## config.mk

```make
export PLATFORM = sky130hd
export DESIGN_NAME = alu_misc_unit
export DESIGN_NICKNAME = d
export VERILOG_FILES = /design/src/verilog/alu_misc_pkg.sv /design/src/verilog/alu_core.sv /design/src/verilog/shift_unit.sv /design/src/verilog/alu_misc_exec.sv /design/src/verilog/alu_misc_delay.sv /design/src/verilog/alu_misc_result_queue.sv /design/src/verilog/alu_misc_unit.sv
export SDC_FILE = /design/constraint.sdc
export NUM_CORES = 1
export LEC_CHECK = 0
export BUFFER_PORTS_ARGS = -buffer_cell sky130_fd_sc_hd__buf_4
export CAP_MARGIN = 20
export CORE_MARGIN = 1.5
export CORE_UTILIZATION = 40
export DETAILED_ROUTE_END_ITERATION = 10
export GPL_TIMING_DRIVEN = 1
export PLACE_DENSITY = 0.57
export REMOVE_ABC_BUFFERS = 1
export SYNTH_ARGS = -nofsm -noshare
export SYNTH_HDL_FRONTEND = slang
export SYNTH_SLANG_ARGS = --single-unit
export TNS_END_PERCENT = 20
```

## constraint.sdc

```tcl
create_clock -name clock -period 2.1 [get_ports clock]
set_input_delay 0.21 -clock clock [delete_from_list [all_inputs] [get_ports clock]]
set_output_delay 0.21 -clock clock [all_outputs]
set_load 0.01 [all_outputs]
```

## src/verilog/alu_misc_pkg.sv

```systemverilog
package alu_misc_pkg;

    ////////////////////////////////////////////////////////////////////////////
    // Basic widths
    ////////////////////////////////////////////////////////////////////////////

    // Data word of the integer datapath
    typedef logic [31:0] word_t;

    // Architectural register number
    typedef logic [4:0] reg_index_t;

    // Shift distance, 0 to 31
    typedef logic [4:0] shift_amount_t;

    ////////////////////////////////////////////////////////////////////////////
    // Operation encodings
    ////////////////////////////////////////////////////////////////////////////

    // ALU operations, add/sub/slt follow the unsigned flag
    typedef enum logic [2:0] {
        alu_add = 3'd0,
        alu_sub = 3'd1,
        alu_and = 3'd2,
        alu_or  = 3'd3,
        alu_xor = 3'd4,
        alu_nor = 3'd5,
        alu_slt = 3'd6,
        alu_lui = 3'd7
    } alu_op_e;

    // Shifter operations, none gives a zero result
    typedef enum logic [1:0] {
        shift_sll  = 2'd0,
        shift_srl  = 2'd1,
        shift_sra  = 2'd2,
        shift_none = 2'd3
    } shift_op_e;

    ////////////////////////////////////////////////////////////////////////////
    // Issue and result bundles
    ////////////////////////////////////////////////////////////////////////////

    // One decoded integer operation from the issue stage
    typedef struct packed {
        alu_op_e       alu_op;
        logic          unsig;
        shift_op_e     shift_op;
        shift_amount_t shift_amount;
        logic          sel_shift;          // Shifter result instead of ALU
        logic          sel_imm;            // Immediate instead of rb as operand B
        word_t         ra;
        word_t         rb;
        word_t         imm;
        reg_index_t    dest;
        logic          write_reg;
        logic          write_on_overflow;  // Write even on signed overflow
    } issue_op_t;

    // Finished result toward writeback
    typedef struct packed {
        reg_index_t dest;
        logic       write_reg;
        logic       overflow;
        word_t      value;
    } result_t;

    // Latency padding to match the longer units
    localparam int DEFAULT_DELAY_STAGES = 3;

    // Result queue entries, also the issuer's credit count, at least 2
    localparam int DEFAULT_RESULT_DEPTH = 4;

endpackage

```

## src/verilog/alu_core.sv

```systemverilog
module alu_core import alu_misc_pkg::*; (
    input  word_t   a,
    input  word_t   b,
    input  alu_op_e op,
    input  logic    unsig,
    output word_t   value,
    output logic    overflow
);

    // Shared adder outputs
    word_t sum;
    word_t diff;

    // Signed overflow flags before op selection
    logic add_ov;
    logic sub_ov;

    // Set-less-than compare result
    logic less;

    assign sum  = a + b;
    assign diff = a - b;

    // Add overflows when both operands share a sign the sum does not
    assign add_ov = (a[31] == b[31]) && (sum[31] != a[31]);

    // Subtract overflows when operand signs differ and result sign flips
    assign sub_ov = (a[31] != b[31]) && (diff[31] != a[31]);

    // Signed or unsigned compare
    always_comb begin
        if (unsig) begin
            less = (a < b);
        end else begin
            less = ($signed(a) < $signed(b));
        end
    end

    ////////////////////////////////////////////////////////////////////////////
    // Result mux
    ////////////////////////////////////////////////////////////////////////////

    always_comb begin
        case (op)
            alu_add: value = sum;
            alu_sub: value = diff;
            alu_and: value = a & b;
            alu_or:  value = a | b;
            alu_xor: value = a ^ b;
            alu_nor: value = ~(a | b);
            // 1 or 0 in bit zero
            alu_slt: value = {31'd0, less};
            // Low half of B moves up, low half zero
            alu_lui: value = {b[15:0], 16'h0000};
            default: value = '0;
        endcase
    end

    // Only signed add and subtract can overflow
    always_comb begin
        overflow = 1'b0;
        if (!unsig) begin
            if (op == alu_add) begin
                overflow = add_ov;
            end else if (op == alu_sub) begin
                overflow = sub_ov;
            end
        end
    end

endmodule

```

## src/verilog/shift_unit.sv

```systemverilog
module shift_unit import alu_misc_pkg::*; (
    input  word_t         value,
    input  shift_op_e     op,
    input  shift_amount_t amount,
    output word_t         result
);

    // Bit shifted in on the left, sign only for sra
    logic fill;

    // Stage 0 is the (possibly reversed) input, stage 5 the shifted word
    word_t stage [6];

    assign fill = (op == shift_sra) ? value[31] : 1'b0;

    // Left shift runs through the right shifter with bits reversed
    assign stage[0] = (op == shift_sll) ? {<<{value}} : value;

    // One log stage per amount bit
    for (genvar i = 0; i < 5; i++) begin : g_stage
        localparam int STEP = 1 << i;
        assign stage[i+1] = amount[i] ? {{STEP{fill}}, stage[i][31:STEP]} : stage[i];
    end

    always_comb begin
        case (op)
            shift_sll: result = {<<{stage[5]}};
            shift_srl: result = stage[5];
            shift_sra: result = stage[5];
            default:   result = '0;
        endcase
    end

endmodule

```

## src/verilog/alu_misc_exec.sv

```systemverilog
module alu_misc_exec import alu_misc_pkg::*; (
    input  logic      clock,
    input  logic      reset,
    input  logic      iss_valid,
    input  issue_op_t iss_op,
    output logic      ex_valid,
    output result_t   ex_result
);

    // Operand B after immediate select
    word_t operand_b;

    // Functional outputs
    word_t alu_value;
    logic  alu_overflow;
    word_t shift_value;

    // Chosen value and effective overflow
    word_t chosen_value;
    logic  overflow;

    assign operand_b = iss_op.sel_imm ? iss_op.imm : iss_op.rb;

    alu_core u_alu (
        .a        (iss_op.ra),
        .b        (operand_b),
        .op       (iss_op.alu_op),
        .unsig    (iss_op.unsig),
        .value    (alu_value),
        .overflow (alu_overflow)
    );

    // Shifter always works on rb
    shift_unit u_shift (
        .value  (iss_op.rb),
        .op     (iss_op.shift_op),
        .amount (iss_op.shift_amount),
        .result (shift_value)
    );

    assign chosen_value = iss_op.sel_shift ? shift_value : alu_value;

    // A shift result never carries the ALU overflow
    assign overflow = alu_overflow && !iss_op.sel_shift;

    ////////////////////////////////////////////////////////////////////////////
    // Stage a0 result register
    ////////////////////////////////////////////////////////////////////////////

    always_ff @(posedge clock or negedge reset) begin
        if (!reset) begin
            ex_valid  <= 1'b0;
            ex_result <= '0;
        end else if (iss_valid) begin
            ex_valid            <= 1'b1;
            ex_result.dest      <= iss_op.dest;
            // Overflow drops the write unless the op asks for it anyway
            ex_result.write_reg <= iss_op.write_reg && (!overflow || iss_op.write_on_overflow);
            ex_result.overflow  <= overflow;
            ex_result.value     <= chosen_value;
        end else begin
            // Bubble, empty result
            ex_valid  <= 1'b0;
            ex_result <= '0;
        end
    end

endmodule

```

## src/verilog/alu_misc_delay.sv

```systemverilog
module alu_misc_delay import alu_misc_pkg::*; #(
    parameter int DELAY_STAGES = DEFAULT_DELAY_STAGES
) (
    input  logic    clock,
    input  logic    reset,
    input  logic    in_valid,
    input  result_t in_result,
    output logic    out_valid,
    output result_t out_result
);

    // Stage 0 is nearest the input
    logic    valid_q  [DELAY_STAGES];
    result_t result_q [DELAY_STAGES];

    always_ff @(posedge clock or negedge reset) begin
        if (!reset) begin
            for (int i = 0; i < DELAY_STAGES; i++) begin
                valid_q[i]  <= 1'b0;
                result_q[i] <= '0;
            end
        end else begin
            valid_q[0]  <= in_valid;
            result_q[0] <= in_valid ? in_result : '0;
            // Advance one stage per cycle, bubbles stay zero
            for (int i = 1; i < DELAY_STAGES; i++) begin
                valid_q[i]  <= valid_q[i-1];
                result_q[i] <= valid_q[i-1] ? result_q[i-1] : '0;
            end
        end
    end

    assign out_valid  = valid_q[DELAY_STAGES-1];
    assign out_result = result_q[DELAY_STAGES-1];

endmodule

```

## src/verilog/alu_misc_result_queue.sv

```systemverilog
module alu_misc_result_queue import alu_misc_pkg::*; #(
    parameter int RESULT_DEPTH = DEFAULT_RESULT_DEPTH
) (
    input  logic    clock,
    input  logic    reset,
    input  logic    push,
    input  result_t push_result,
    output logic    wb_valid,
    output result_t wb_result,
    input  logic    wb_grant,
    output logic    iss_credit
);

    localparam int PTR_W = $clog2(RESULT_DEPTH);
    localparam int CNT_W = $clog2(RESULT_DEPTH + 1);

    // Last valid pointer value before wrap
    localparam logic [PTR_W-1:0] LAST_PTR = PTR_W'(RESULT_DEPTH - 1);

    // Storage
    result_t mem [RESULT_DEPTH];

    // Pointers and fill level
    logic [PTR_W-1:0] rd_ptr;
    logic [PTR_W-1:0] wr_ptr;
    logic [CNT_W-1:0] count;

    // Writeback takes the head this cycle
    logic pop;

    assign wb_valid  = (count != '0);
    assign wb_result = mem[rd_ptr];
    assign pop       = wb_valid && wb_grant;

    ////////////////////////////////////////////////////////////////////////////
    // Storage write, no full check since credits bound the fill level
    ////////////////////////////////////////////////////////////////////////////

    always_ff @(posedge clock) begin
        if (push) begin
            mem[wr_ptr] <= push_result;
        end
    end

    ////////////////////////////////////////////////////////////////////////////
    // Pointers, count and credit return
    ////////////////////////////////////////////////////////////////////////////

    always_ff @(posedge clock or negedge reset) begin
        if (!reset) begin
            rd_ptr     <= '0;
            wr_ptr     <= '0;
            count      <= '0;
            iss_credit <= 1'b0;
        end else begin
            if (push) begin
                wr_ptr <= (wr_ptr == LAST_PTR) ? '0 : wr_ptr + 1'b1;
            end
            if (pop) begin
                rd_ptr <= (rd_ptr == LAST_PTR) ? '0 : rd_ptr + 1'b1;
            end
            // Count moves only when one side is active alone
            if (push && !pop) begin
                count <= count + 1'b1;
            end else if (pop && !push) begin
                count <= count - 1'b1;
            end
            // One credit back the cycle after each pop
            iss_credit <= pop;
        end
    end

endmodule

```

## src/verilog/alu_misc_unit.sv

```systemverilog
module alu_misc_unit import alu_misc_pkg::*; #(
    parameter int DELAY_STAGES = DEFAULT_DELAY_STAGES,
    parameter int RESULT_DEPTH = DEFAULT_RESULT_DEPTH
) (
    input  logic      clock,
    input  logic      reset,
    // Issue side, credit based
    input  logic      iss_valid,
    input  issue_op_t iss_op,
    output logic      iss_credit,
    // Writeback side, arbiter grant
    output logic      wb_valid,
    output result_t   wb_result,
    input  logic      wb_grant
);

    // Stage a0 output
    logic    ex_valid;
    result_t ex_result;

    // Latency-matched result
    logic    dl_valid;
    result_t dl_result;

    alu_misc_exec u_exec (
        .clock     (clock),
        .reset     (reset),
        .iss_valid (iss_valid),
        .iss_op    (iss_op),
        .ex_valid  (ex_valid),
        .ex_result (ex_result)
    );

    alu_misc_delay #(
        .DELAY_STAGES (DELAY_STAGES)
    ) u_delay (
        .clock      (clock),
        .reset      (reset),
        .in_valid   (ex_valid),
        .in_result  (ex_result),
        .out_valid  (dl_valid),
        .out_result (dl_result)
    );

    // Absorbs all back-pressure from writeback
    alu_misc_result_queue #(
        .RESULT_DEPTH (RESULT_DEPTH)
    ) u_queue (
        .clock       (clock),
        .reset       (reset),
        .push        (dl_valid),
        .push_result (dl_result),
        .wb_valid    (wb_valid),
        .wb_result   (wb_result),
        .wb_grant    (wb_grant),
        .iss_credit  (iss_credit)
    );

endmodule

```

# After elaboration in Yosys (flattened, before gate mapping)
# Memory sizes are Yosys's and may differ from the RTL's.
# Index checks and enable logic that the tools add are counted.
# Widths: inputs -> output; s select.
[totals]
ff_bits = 168
elab_cells = 95
input_bits = 120
latch_bits = 0
romBits = 0
ram_bits = 156
mem_count = 1
[classes]
n_mul = 0
order_cmp = 2
reduce_logical = 17
n_bitwise = 4
eq_ne = 15
n_div = 0
n_mux = 26
shift = 0
addsub = 6
[mem_list]
columns = ["memory", "depth", "width", "read_ports", "rd_clocked_by_memory_dff", "wr", "line_no", "rtl"]
rows = [
  ["u_queue.mem", 4, 39, 1, 0, 1, "alu_misc_result_queue.sv:21", "result_t mem [RESULT_DEPTH];"],
]
[op_table]
columns = ["op", "count"]
rows = [
  ["$mux 32", 8],
  ["$pmux 32 s8", 1],
  ["$mux 39", 4],
  ["$lt 32x32->1", 2],
  ["$pmux 32 s2", 1],
  ["$add 32x32->32", 1],
  ["$and 32x32->32", 1],
  ["$not 32->32", 1],
  ["$or 32x32->32", 1],
  ["$sub 32x32->32", 1],
  ["$xor 32x32->32", 1],
  ["$eq 3x3->1 const B", 4],
  ["$mux 1", 8],
  ["$logic_and 1x1->1", 7],
  ["$eq 2x2->1 const B", 3],
  ["$eq 3x2->1 const B", 2],
  ["$mux 3", 2],
  ["$add 2x1->2 const B", 2],
  ["$logic_not 1->1", 4],
  ["$mux 2", 2],
  ["$add 3x1->3 const B", 1],
  ["$eq 3x1->1 const B", 1],
  ["$logic_not 3->1", 1],
  ["$ne 1x1->1", 3],
  ["8 further kinds", 8],
]

# Logic depth before layout (Yosys ltp)
# Gate-level depths: netlist of run 1.
[depth]
word_depth = 12
mapped_depth = 16
mapped_depth_nobuf = 14

# Modules after synthesis
# Synthesis of run 1 repeated with hierarchy kept, for this count alone.
[hier_totals]
hier_cells = 2030
area_unflattened_um2 = 21555.7
[by_module_without_submodules]
columns = ["module", "area_per_inst_um2", "cells_each", "instances"]
rows = [
  ["alu_misc_result_queue", 6124.6, 242, 1],
  ["alu_core", 5592.9, 871, 1],
  ["alu_misc_delay", 4125.2, 288, 1],
  ["shift_unit", 3674.8, 473, 1],
  ["alu_misc_exec", 2038.2, 156, 1],
]

# Worst setup path before layout of run 1
# No wires, ideal clock.
[synth_path]
kind = "in2reg"
startpoint = "input iss_op[103] (netlist bit)"
endpoint = "register u_exec.ex_result[30] (netlist name)"
t_arrival_ps = 3861
stages = 16
path_slack_ps = -1883
path_cell_list = "clkbuf_1 buf_1 buf_1 mux2i_1 ha_1 buf_2 nand3b_1 o211ai_1 o21ai_0 inv_1 a2111oi_0 o31ai_1 a21oi_1 xor2_1 nand2_1 a32o_1"
[synth_between]
elab_chain_cells = 6
word_cells_on_any_way = 10
cone_classes = "add/sub: 2; mux: 4; bitwise: 4"
[synth_rtl]
columns = ["element", "line_no", "rtl"]
rows = [
  ["start: declaration", "alu_misc_unit.sv:9", "input issue_op_t iss_op,"],
  ["$mux 32 (*)", "alu_misc_exec.sv:22", "assign operand_b = iss_op.sel_imm ? iss_op.imm : iss_op.rb;"],
  ["branches (longest 2 deep; another with $sub 32x32->32)", "n/a", ""],
  ["$pmux 32 s8 (*)", "alu_core.sv:44", "case (op)"],
  ["$mux 32 (*)", "alu_misc_exec.sv:41", "assign chosen_value = iss_op.sel_shift ? shift_value : alu_value;"],
  ["$mux 39 (*)", "alu_misc_exec.sv:54", "end else if (iss_valid) begin"],
]
# Mark *: on every way between the ends.
# A chain may end at the register's enable or synchronous reset.

# Final worst setup path of run 1
[layout_path]
startpoint = "input iss_op[103] (netlist bit)"
endpoint = "register u_exec.ex_result[21] (netlist name)"
[layout_between]
elab_chain_cells = 6
word_cells_on_any_way = 10
cone_classes = "add/sub: 2; mux: 4; bitwise: 4"
[layout_rtl]
columns = ["element", "line_no"]
rows = [
  ["$mux 32 (*)", "alu_misc_exec.sv:22"],
  ["branches (longest 2 deep; another with $sub 32x32->32)", "n/a"],
  ["$pmux 32 s8 (*)", "alu_core.sv:44"],
  ["$mux 32 (*)", "alu_misc_exec.sv:41"],
  ["$mux 39 (*)", "alu_misc_exec.sv:54"],
]
# Marked as above.

==> results of run 1 <==
## cell type report
cell class | instances | area (sq um) | share of cell area (%)
repair buffers | 708 | 5810 | 20.9
clock buffers | 41 | 832 | 2.99
multi-input cells | 1268 | 10800 | 38.9
flip-flops and latches | 324 | 8890 | 32.0
clock inverters | 11 | 143 | 0.513
inverters | 125 | 477 | 1.72
well taps | 664 | 831 | 2.99
## kinds of logic (layout without fill, tap and decap cells)
group                    count (synthesis)  count (layout)  synth area share [%]
AO/OA/AOI/OAI                          434             434                  14.4
XOR/XNOR                                57              57                  2.53
adder cells (fa/ha/maj)                122             122                  7.86
buffers and inverters                  239             885                  4.73
flip-flops                             324             324                  45.1
multiplexers                           162             162                  13.1
AND/OR/NAND/NOR                        493             493                  12.2
## how the worst max path moves through the flow
stage / cells after the start / startpoint / to / slack (ns)
global placement: 16 / iss_op[103] / u_exec.ex_result[22] / -1.83
global route: 17 / iss_op[103] / u_exec.ex_result[12] / -0.88
CTS: 17 / iss_op[103] / u_exec.ex_result[28] / -0.85
detailed placement: 16 / iss_op[103] / u_exec.ex_result[30] / -1.82
finish: 17 / iss_op[103] / u_exec.ex_result[21] / -0.83
floorplan: 9 / iss_op[110] / u_exec.ex_result[18] / -1.50
## power by group through the flow
stage	registers, mW	clock network, mW	logic, mW
final	7.61	5.29	8.65
after global routing	7.67	5.64	9.27
after CTS	7.61	5.41	8.54
after detailed placement	7.74	0	7.79
after global placement	7.70	0	7.76
after floorplan	7.95	0	3.59
## layout by cell type (no fill, tap or decap), types with 30 or more instances in the layout
cell type,count
inv_1,118
xnor2_1,33
o211ai_1,37
dfrtp_1,167
buf_6,43
and2_1,127
nor2_1,154
mux4_2,76
ha_1,101
mux2i_1,67
nand2_1,100
a21oi_1,82
clkbuf_16,30
buf_4,632
edfxtp_1,156
o21ai_0,85
## per-stage QoR
step	hold WS, ns	TNS (ns)	util (%)	instance area, sq um
2_1_floorplan	-0.0856	-62.38	-	19200
4_1_cts	0.0124	-19.95	56.4	27500
6_report	0.0354	-18.77	57.0	27800
5_1_grt	0.0545	-24.33	57.0	27800
3_5_place_dp	0.103	-49.89	52.0	25300
3_3_place_gp	0.0974	-48.94	52.0	25300
## per-layer routing
metal | up-vias | global-route usage [%] | part of all wire, %
met5 | - | 0 | 0
met4 | 0 | 9.11 | 3.6
met3 | 80 | 2.13 | 4.2
met2 | 426 | 41.5 | 47
met1 | 8154 | 36.5 | 45
li1 | 7841 | - | -
## worst max-delay path, stage by stage
cell	delay [ns]
buf_16	0.13
buf_8	0.12
mux2i_2	0.14
buf_6	0.15
buf_6	0.12
ha_4	0.26
o21ba_4	0.13
or4_4	0.15
nand2_2	0.06
a221o_1	0.41
or4_4	0.57
a21oi_4	0.20
buf_6	0.13
xnor2_2	0.10
o221ai_1	0.13
o211ai_1	0.18
o21ai_1	0.11
## state kept, by name, summed over array words and instances (netlist names)
register / cells
u_queue.mem: 156
u_delay.result_q: 78
u_delay.out_result: 39
u_exec.ex_result: 39
u_queue.count: 3
u_delay.valid_q: 2
u_queue.rd_ptr: 2
u_queue.wr_ptr: 2
u_delay.out_valid: 1
u_exec.ex_valid: 1
u_queue.iss_credit: 1
## repair_timing
action / 4_1_cts / 5_1_grt
resized for setup: 206 / 42
setup buffers: 23 / 9
hold endpoints to repair: 175 / 0
endpoints found under the setup margin: 73 / 74
cloned: 1 / 0
hold buffers: 8 / 0
pin swaps: 66 / 51
==> impl_metrics.xml, run 1 <==
<?xml version="1.0" encoding="UTF-8"?>
<metrics>
  <group name="status">
    <metric name="outcome" unit="">finished with violations</metric>
    <metric name="failing_checks" unit="">negative setup slack</metric>
  </group>
  <group name="power">
    <metric name="switching_share" unit="%">30.6</metric>
    <metric name="comb_power_share" unit="%">40.1</metric>
    <metric name="powerDensity" unit="nW/um^2">775</metric>
    <metric name="power.internal" unit="mW">14.9</metric>
    <metric name="power.share.sequential" unit="%">35.3</metric>
    <metric name="leakage" unit="nW">12.4</metric>
    <metric name="totalPowerFinal" unit="mW">21.5</metric>
    <metric name="power_frac_clock" unit="%">24.5</metric>
    <metric name="total_switching_power" unit="mW">6.60</metric>
    <metric name="ir_worst_vdd" unit="V">0.000456</metric>
  </group>
  <group name="clock_network">
    <metric name="cts_buffer_count" unit="">28</metric>
    <metric name="cts_root_buffer_type" unit="">clkbuf_16</metric>
    <metric name="clkSinkCount" unit="">324</metric>
    <metric name="cts_tree" unit="">yes</metric>
    <metric name="clkLatencyLatePin" unit="ns">0.53</metric>
    <metric name="worst_setup_hold_path_clk_slew" unit="ns">0.07</metric>
    <metric name="cts_htree_levels" unit="">1</metric>
    <metric name="clock_tree.buffer_depth" unit="">3</metric>
  </group>
  <group name="synth">
    <metric name="syn-cell-area" unit="sq um">19700</metric>
    <metric name="post_synth_main_area_contributors" unit="">edfxtp_1 (24%), dfrtp_1 (21%), mux4_2 (8.7%)</metric>
    <metric name="synth-async-reset-ratio" unit="%">51.9</metric>
    <metric name="netlist_top_cells_count" unit="">dfrtp_1 (168), nor2_1 (163), edfxtp_1 (156)</metric>
    <metric name="postSynthCellCount" unit="">1831</metric>
    <metric name="post_synth_num_cell_types" unit="">77</metric>
    <metric name="yosysWarningCount" unit="">0</metric>
    <metric name="seq_area_frac_synth" unit="%">45.1</metric>
    <metric name="postSynthRegisterBits" unit="">324</metric>
    <metric name="synth_edf_count" unit="">156</metric>
    <metric name="syn_avg_cell_area" unit="sq um">10.8</metric>
    <metric name="top_area_cell_type_share_of_the_netlist_area" unit="%">23.8</metric>
    <metric name="yosysTopAreaCell" unit="">edfxtp_1</metric>
    <metric name="yosysMostFrequentCell" unit="">dfrtp_1</metric>
    <metric name="yosys_most_used_dff" unit="">dfrtp_1</metric>
  </group>
  <group name="hold_path">
    <metric name="min-delay-path-class" unit="">primary input to flop</metric>
    <metric name="hold_path.startpoint" unit="">iss_op[0]</metric>
    <metric name="hold_endpoint" unit="">u_exec.ex_result[33]</metric>
    <metric name="hold-path-cell-count" unit="">3</metric>
  </group>
  <group name="drt">
    <metric name="via_count" unit="">16500</metric>
    <metric name="routed_via_density" unit="">5.25</metric>
    <metric name="drt_pre_antenna_iters" unit="">5</metric>
    <metric name="wl" unit="um">65700</metric>
    <metric name="routedWlPerCell" unit="um">20.9</metric>
    <metric name="drtAntennaViolNets" unit="">0</metric>
    <metric name="drc_errors" unit="">0</metric>
    <metric name="detailedRoute.firstIterationViolations" unit="">1123</metric>
  </group>
  <group name="global_route">
    <metric name="grt_first_pass_wirelength" unit="um">98300</metric>
    <metric name="track_usage" unit="%">25.8</metric>
    <metric name="grt_max_degree" unit="">71</metric>
    <metric name="grt_antenna_before_repair" unit="">0</metric>
    <metric name="grt.overflow.total" unit="">0</metric>
    <metric name="grt_pass1_vias" unit="">16600</metric>
  </group>
  <group name="sta">
    <metric name="timing.final.crit_share" unit="%">140</metric>
    <metric name="timing.final.max_slew_violations" unit="">0</metric>
    <metric name="fmaxAchievable" unit="MHz">341</metric>
    <metric name="timing.max_slew.rel_slack" unit="%">56.6</metric>
    <metric name="fin_worst_skew" unit="ns">0.0125</metric>
    <metric name="time_the_worst_path_needs_with_i_o_delays_and_setup" unit="ns">2.93</metric>
    <metric name="setup_ws" unit="ns">-0.832</metric>
    <metric name="rsz0062_at_grt" unit="">yes</metric>
    <metric name="setup-violations-final" unit="">42</metric>
    <metric name="hold_viol_final" unit="">0</metric>
    <metric name="worst-slew-pin-transition" unit="ns">0.651</metric>
  </group>
  <group name="critical_path">
    <metric name="critical_path.endpoint_type" unit="">flop</metric>
    <metric name="r2r_slack" unit="ns">0.10</metric>
    <metric name="worstRegToRegCells" unit="">8</metric>
    <metric name="startpoint_type" unit="">primary input</metric>
    <metric name="timing.rr.end" unit="">u_queue.count[2]</metric>
    <metric name="critPathRequiredTime" unit="ns">2.50</metric>
    <metric name="worst-endpoint-arrival" unit="ns">3.34</metric>
    <metric name="critical_path.reg2reg.startpoint" unit="">u_queue.count[1]</metric>
    <metric name="setup.worst_path.class" unit="">primary input to flop</metric>
    <metric name="critPathMaxFanout" unit="">7</metric>
  </group>
  <group name="placement">
    <metric name="post-place-cells" unit="">3051</metric>
    <metric name="place.gp.congestion" unit="">0.962</metric>
    <metric name="count_of_buffers_from_port_buffering" unit="">160</metric>
    <metric name="dp_worst_setup_slack" unit="ns">-1.82</metric>
    <metric name="dp_hpwl" unit="um">51800</metric>
  </group>
  <group name="finish">
    <metric name="diodes" unit="">0</metric>
    <metric name="final_net_count" unit="">2697</metric>
    <metric name="final-instance-count-excl-fill" unit="">3141</metric>
    <metric name="num-fill-cells" unit="">4200</metric>
    <metric name="growth_of_design_area_from_synthesis_to_finish" unit="%">41.1</metric>
    <metric name="post_route_cells_drive_above_1_share" unit="%">39.8</metric>
  </group>
  <group name="floorplanning">
    <metric name="dieWidth" unit="um">225</metric>
    <metric name="core_area" unit="sq um">48700</metric>
    <metric name="num_rows" unit="">81</metric>
    <metric name="floorplan.die_area" unit="sq um">50600</metric>
    <metric name="die-height" unit="um">225</metric>
    <metric name="design.portCount" unit="">161</metric>
    <metric name="initial_utilization" unit="%">40.4</metric>
  </group>
  <group name="run">
    <metric name="drv_cap" unit="">0</metric>
  </group>
</metrics>
No activity file was read; power rests on OpenSTA's default activity.
==> inputs of run 2 (changes only) <==
Settings changed: PLACE_DENSITY 0.57 to 0.59.
==> impl_metrics.xml, run 2 (synthesis gave the netlist of run 1 again) <==
<?xml version="1.0" encoding="UTF-8"?>
<metrics>
  <group name="floorplanning">
    <metric name="design.portCount" unit="">161</metric>
    <metric name="initial_utilization" unit="%">40.4</metric>
    <metric name="die-height" unit="um">225</metric>
    <metric name="floorplan.die_area" unit="sq um">50600</metric>
    <metric name="num_rows" unit="">81</metric>
    <metric name="dieWidth" unit="um">225</metric>
    <metric name="core_area" unit="sq um">48700</metric>
  </group>
  <group name="status">
    <metric name="failing_checks" unit="">negative setup slack</metric>
    <metric name="outcome" unit="">finished with violations</metric>
  </group>
  <group name="critical_path">
    <metric name="worstRegToRegCells" unit="">8</metric>
    <metric name="sum_of_buffers_and_inverters_on_the_critical_path" unit="">4</metric>
    <metric name="critical_path.reg2reg.startpoint" unit="">u_queue.count[1]</metric>
    <metric name="critPathMaxFanout" unit="">7</metric>
    <metric name="critPathLaunch" unit="">iss_op[103]</metric>
    <metric name="critPathMaxStageDelay" unit="ns">0.35</metric>
    <metric name="timing.critical_path.depth" unit="">17</metric>
    <metric name="critical_path.slowest_cell" unit="">o31ai_4</metric>
    <metric name="worst-endpoint-arrival" unit="ns">3.30</metric>
    <metric name="critical_path.endpoint_type" unit="">flop</metric>
    <metric name="timing.rr.end" unit="">u_queue.count[2]</metric>
    <metric name="startpoint_type" unit="">primary input</metric>
    <metric name="setup.worst_path.class" unit="">primary input to flop</metric>
    <metric name="critical_path.cell_chain" unit="">buf_16, buf_12, mux2_4, ha_4, inv_2, fa_2, nor2b_4, nor3_4, o21ai_2, a221oi_4, o31ai_4, a31oi_4, o41ai_2, buf_4, xor2_2, o221ai_2, a32o_1</metric>
    <metric name="cp_top_family" unit="">compound AO/OA/AOI/OAI gates</metric>
    <metric name="critPathRequiredTime" unit="ns">2.53</metric>
    <metric name="r2r_slack" unit="ns">0.09</metric>
  </group>
  <group name="drt">
    <metric name="drtAntennaViolNets" unit="">0</metric>
    <metric name="routed_via_density" unit="">5.33</metric>
    <metric name="routedWlPerCell" unit="um">21.3</metric>
    <metric name="detailedRoute.firstIterationViolations" unit="">1198</metric>
    <metric name="via_count" unit="">16700</metric>
    <metric name="drt_pre_antenna_iters" unit="">6</metric>
    <metric name="wl" unit="um">66900</metric>
    <metric name="drc_errors" unit="">0</metric>
  </group>
  <group name="finish">
    <metric name="growth_of_design_area_from_synthesis_to_finish" unit="%">40.6</metric>
    <metric name="final_design_area_no_fill" unit="sq um">27700</metric>
    <metric name="final_common_cell" unit="">buf_4</metric>
    <metric name="final-instance-count-excl-fill" unit="">3132</metric>
    <metric name="most-common-layout-cells" unit="">buf_4 (619), dfrtp_1 (167), nor2_1 (157), edfxtp_1 (156), and2_1 (127)</metric>
    <metric name="registers.top_by_ff_count" unit="">u_queue.mem</metric>
    <metric name="number_of_flip_flops_under_the_largest_register_name" unit="">156</metric>
    <metric name="final_net_count" unit="">2686</metric>
    <metric name="post_route_cells_drive_above_1_share" unit="%">39.7</metric>
    <metric name="top_regs" unit="">u_queue.mem: 156 flops, u_delay.result_q: 78 flops</metric>
  </group>
  <group name="clock_network">
    <metric name="cts_htree_levels" unit="">1</metric>
    <metric name="clkLatencyLatePin" unit="ns">0.54</metric>
    <metric name="cts_buffer_count" unit="">30</metric>
    <metric name="worst_setup_hold_path_clk_slew" unit="ns">0.06</metric>
    <metric name="cts_tree" unit="">yes</metric>
    <metric name="clkSinkCount" unit="">324</metric>
    <metric name="cts_root_buffer_type" unit="">clkbuf_16</metric>
    <metric name="clock_tree.buffer_depth" unit="">3</metric>
  </group>
  <group name="sta">
    <metric name="fin_worst_skew" unit="ns">0.00634</metric>
    <metric name="timing.final.max_slew_violations" unit="">0</metric>
    <metric name="timing.max_slew.rel_slack" unit="%">44.5</metric>
    <metric name="setup-violations-final" unit="">69</metric>
    <metric name="setup_ws" unit="ns">-0.769</metric>
    <metric name="time_the_worst_path_needs_with_i_o_delays_and_setup" unit="ns">2.87</metric>
    <metric name="rsz0062_at_grt" unit="">yes</metric>
    <metric name="worst-slew-pin-transition" unit="ns">0.826</metric>
    <metric name="fmaxAchievable" unit="MHz">349</metric>
    <metric name="timing.final.crit_share" unit="%">137</metric>
    <metric name="hold_viol_final" unit="">0</metric>
  </group>
  <group name="global_route">
    <metric name="grt_util_met1" unit="%">34.6</metric>
    <metric name="grt_first_pass_wirelength" unit="um">101000</metric>
    <metric name="grt.busiest_layer" unit="">met2</metric>
    <metric name="grtUsageMet3" unit="%">3.91</metric>
    <metric name="track_usage" unit="%">26.3</metric>
    <metric name="grt_max_degree" unit="">62</metric>
    <metric name="grt_antenna_before_repair" unit="">2</metric>
    <metric name="grt_pass1_vias" unit="">16900</metric>
    <metric name="met2_usage" unit="%">42.0</metric>
    <metric name="grt.overflow.total" unit="">0</metric>
  </group>
  <group name="placement">
    <metric name="placement.cell_area" unit="sq um">25300</metric>
    <metric name="post-place-cells" unit="">3046</metric>
    <metric name="dp_hpwl" unit="um">52600</metric>
    <metric name="place.gp.congestion" unit="">0.989</metric>
    <metric name="count_of_buffers_from_port_buffering" unit="">160</metric>
  </group>
  <group name="hold_path">
    <metric name="hold-path-cell-count" unit="">4</metric>
    <metric name="hold_endpoint" unit="">u_queue.iss_credit</metric>
    <metric name="min-delay-path-class" unit="">primary input to flop</metric>
    <metric name="hold_path.startpoint" unit="">wb_grant</metric>
  </group>
  <group name="power">
    <metric name="leakage" unit="nW">12.3</metric>
    <metric name="ir_worst_vdd" unit="V">0.000485</metric>
    <metric name="powerDensity" unit="nW/um^2">778</metric>
  </group>
  <group name="run">
    <metric name="drv_cap" unit="">0</metric>
  </group>
</metrics>
-- run 2: worst max-delay path by stage --
stage | end
final | u_exec.ex_result[30]
after global routing | u_exec.ex_result[30]
after CTS | u_exec.ex_result[30]
after detailed placement | u_exec.ex_result[26]
after floorplan | u_exec.ex_result[18]
after global placement | u_exec.ex_result[26]
-- run 2: metal layers --
metal | up-vias | routed length, um
met5 | - | 0
met4 | 0 | 4010
met3 | 136 | 3580
met2 | 573 | 30800
met1 | 8165 | 28500
li1 | 7821 | -
-- run 2: metrics by stage --
stage | setup TNS, ns | power [mW] | hold slack (ns) | worst slack, ns | util [%]
finish | -22.88 | 21.6 | 0.0372 | -0.769 | 56.8
global route | -29.03 | 22.6 | 0.0484 | -0.847 | 56.8
CTS | -23.33 | 21.4 | 0.0109 | -0.775 | 56.0
detailed placement | -47.59 | 15.5 | 0.225 | -1.75 | 52.0
global placement | -47.13 | 15.5 | 0.222 | -1.74 | 52.0
floorplan | -62.38 | 11.5 | -0.0856 | -1.50 | -
-- run 2: repair_timing --
| item | 4_1_cts | 5_1_grt |
|---|---|---|
| buffers inserted | 18 | 6 |
| gates resized for setup | 177 | 74 |
| hold buffers | 8 | 0 |
| pin swaps | 56 | 38 |
| setup endpoints to repair | 69 | 70 |
| endpoints found under the hold margin | 64 | 0 |
-- run 2: area by class of cell --
cell class	instances	area (sq um)
antenna	1	2.50
clock buffer	41	843
clock inverter	14	138
fill	4192	21000
inverter	125	472
multi-input combinational	1268	10800
sequential	324	8890
tap	664	831
timing repair buffer	695	5710
-- run 2: worst min-delay path, delay by kind of cell --
kind	cells	cell delay [ns]
AND/OR/NAND/NOR	1	0.06
buffers and inverters	3	0.27
-- run 2: where the power goes --
group          switching [mW]  internal [mW]  total (mW)
clock                    2.23           3.07        5.30
combinational            4.21           4.40        8.60
sequential              0.247           7.42        7.66
total                    6.68           14.9        21.6
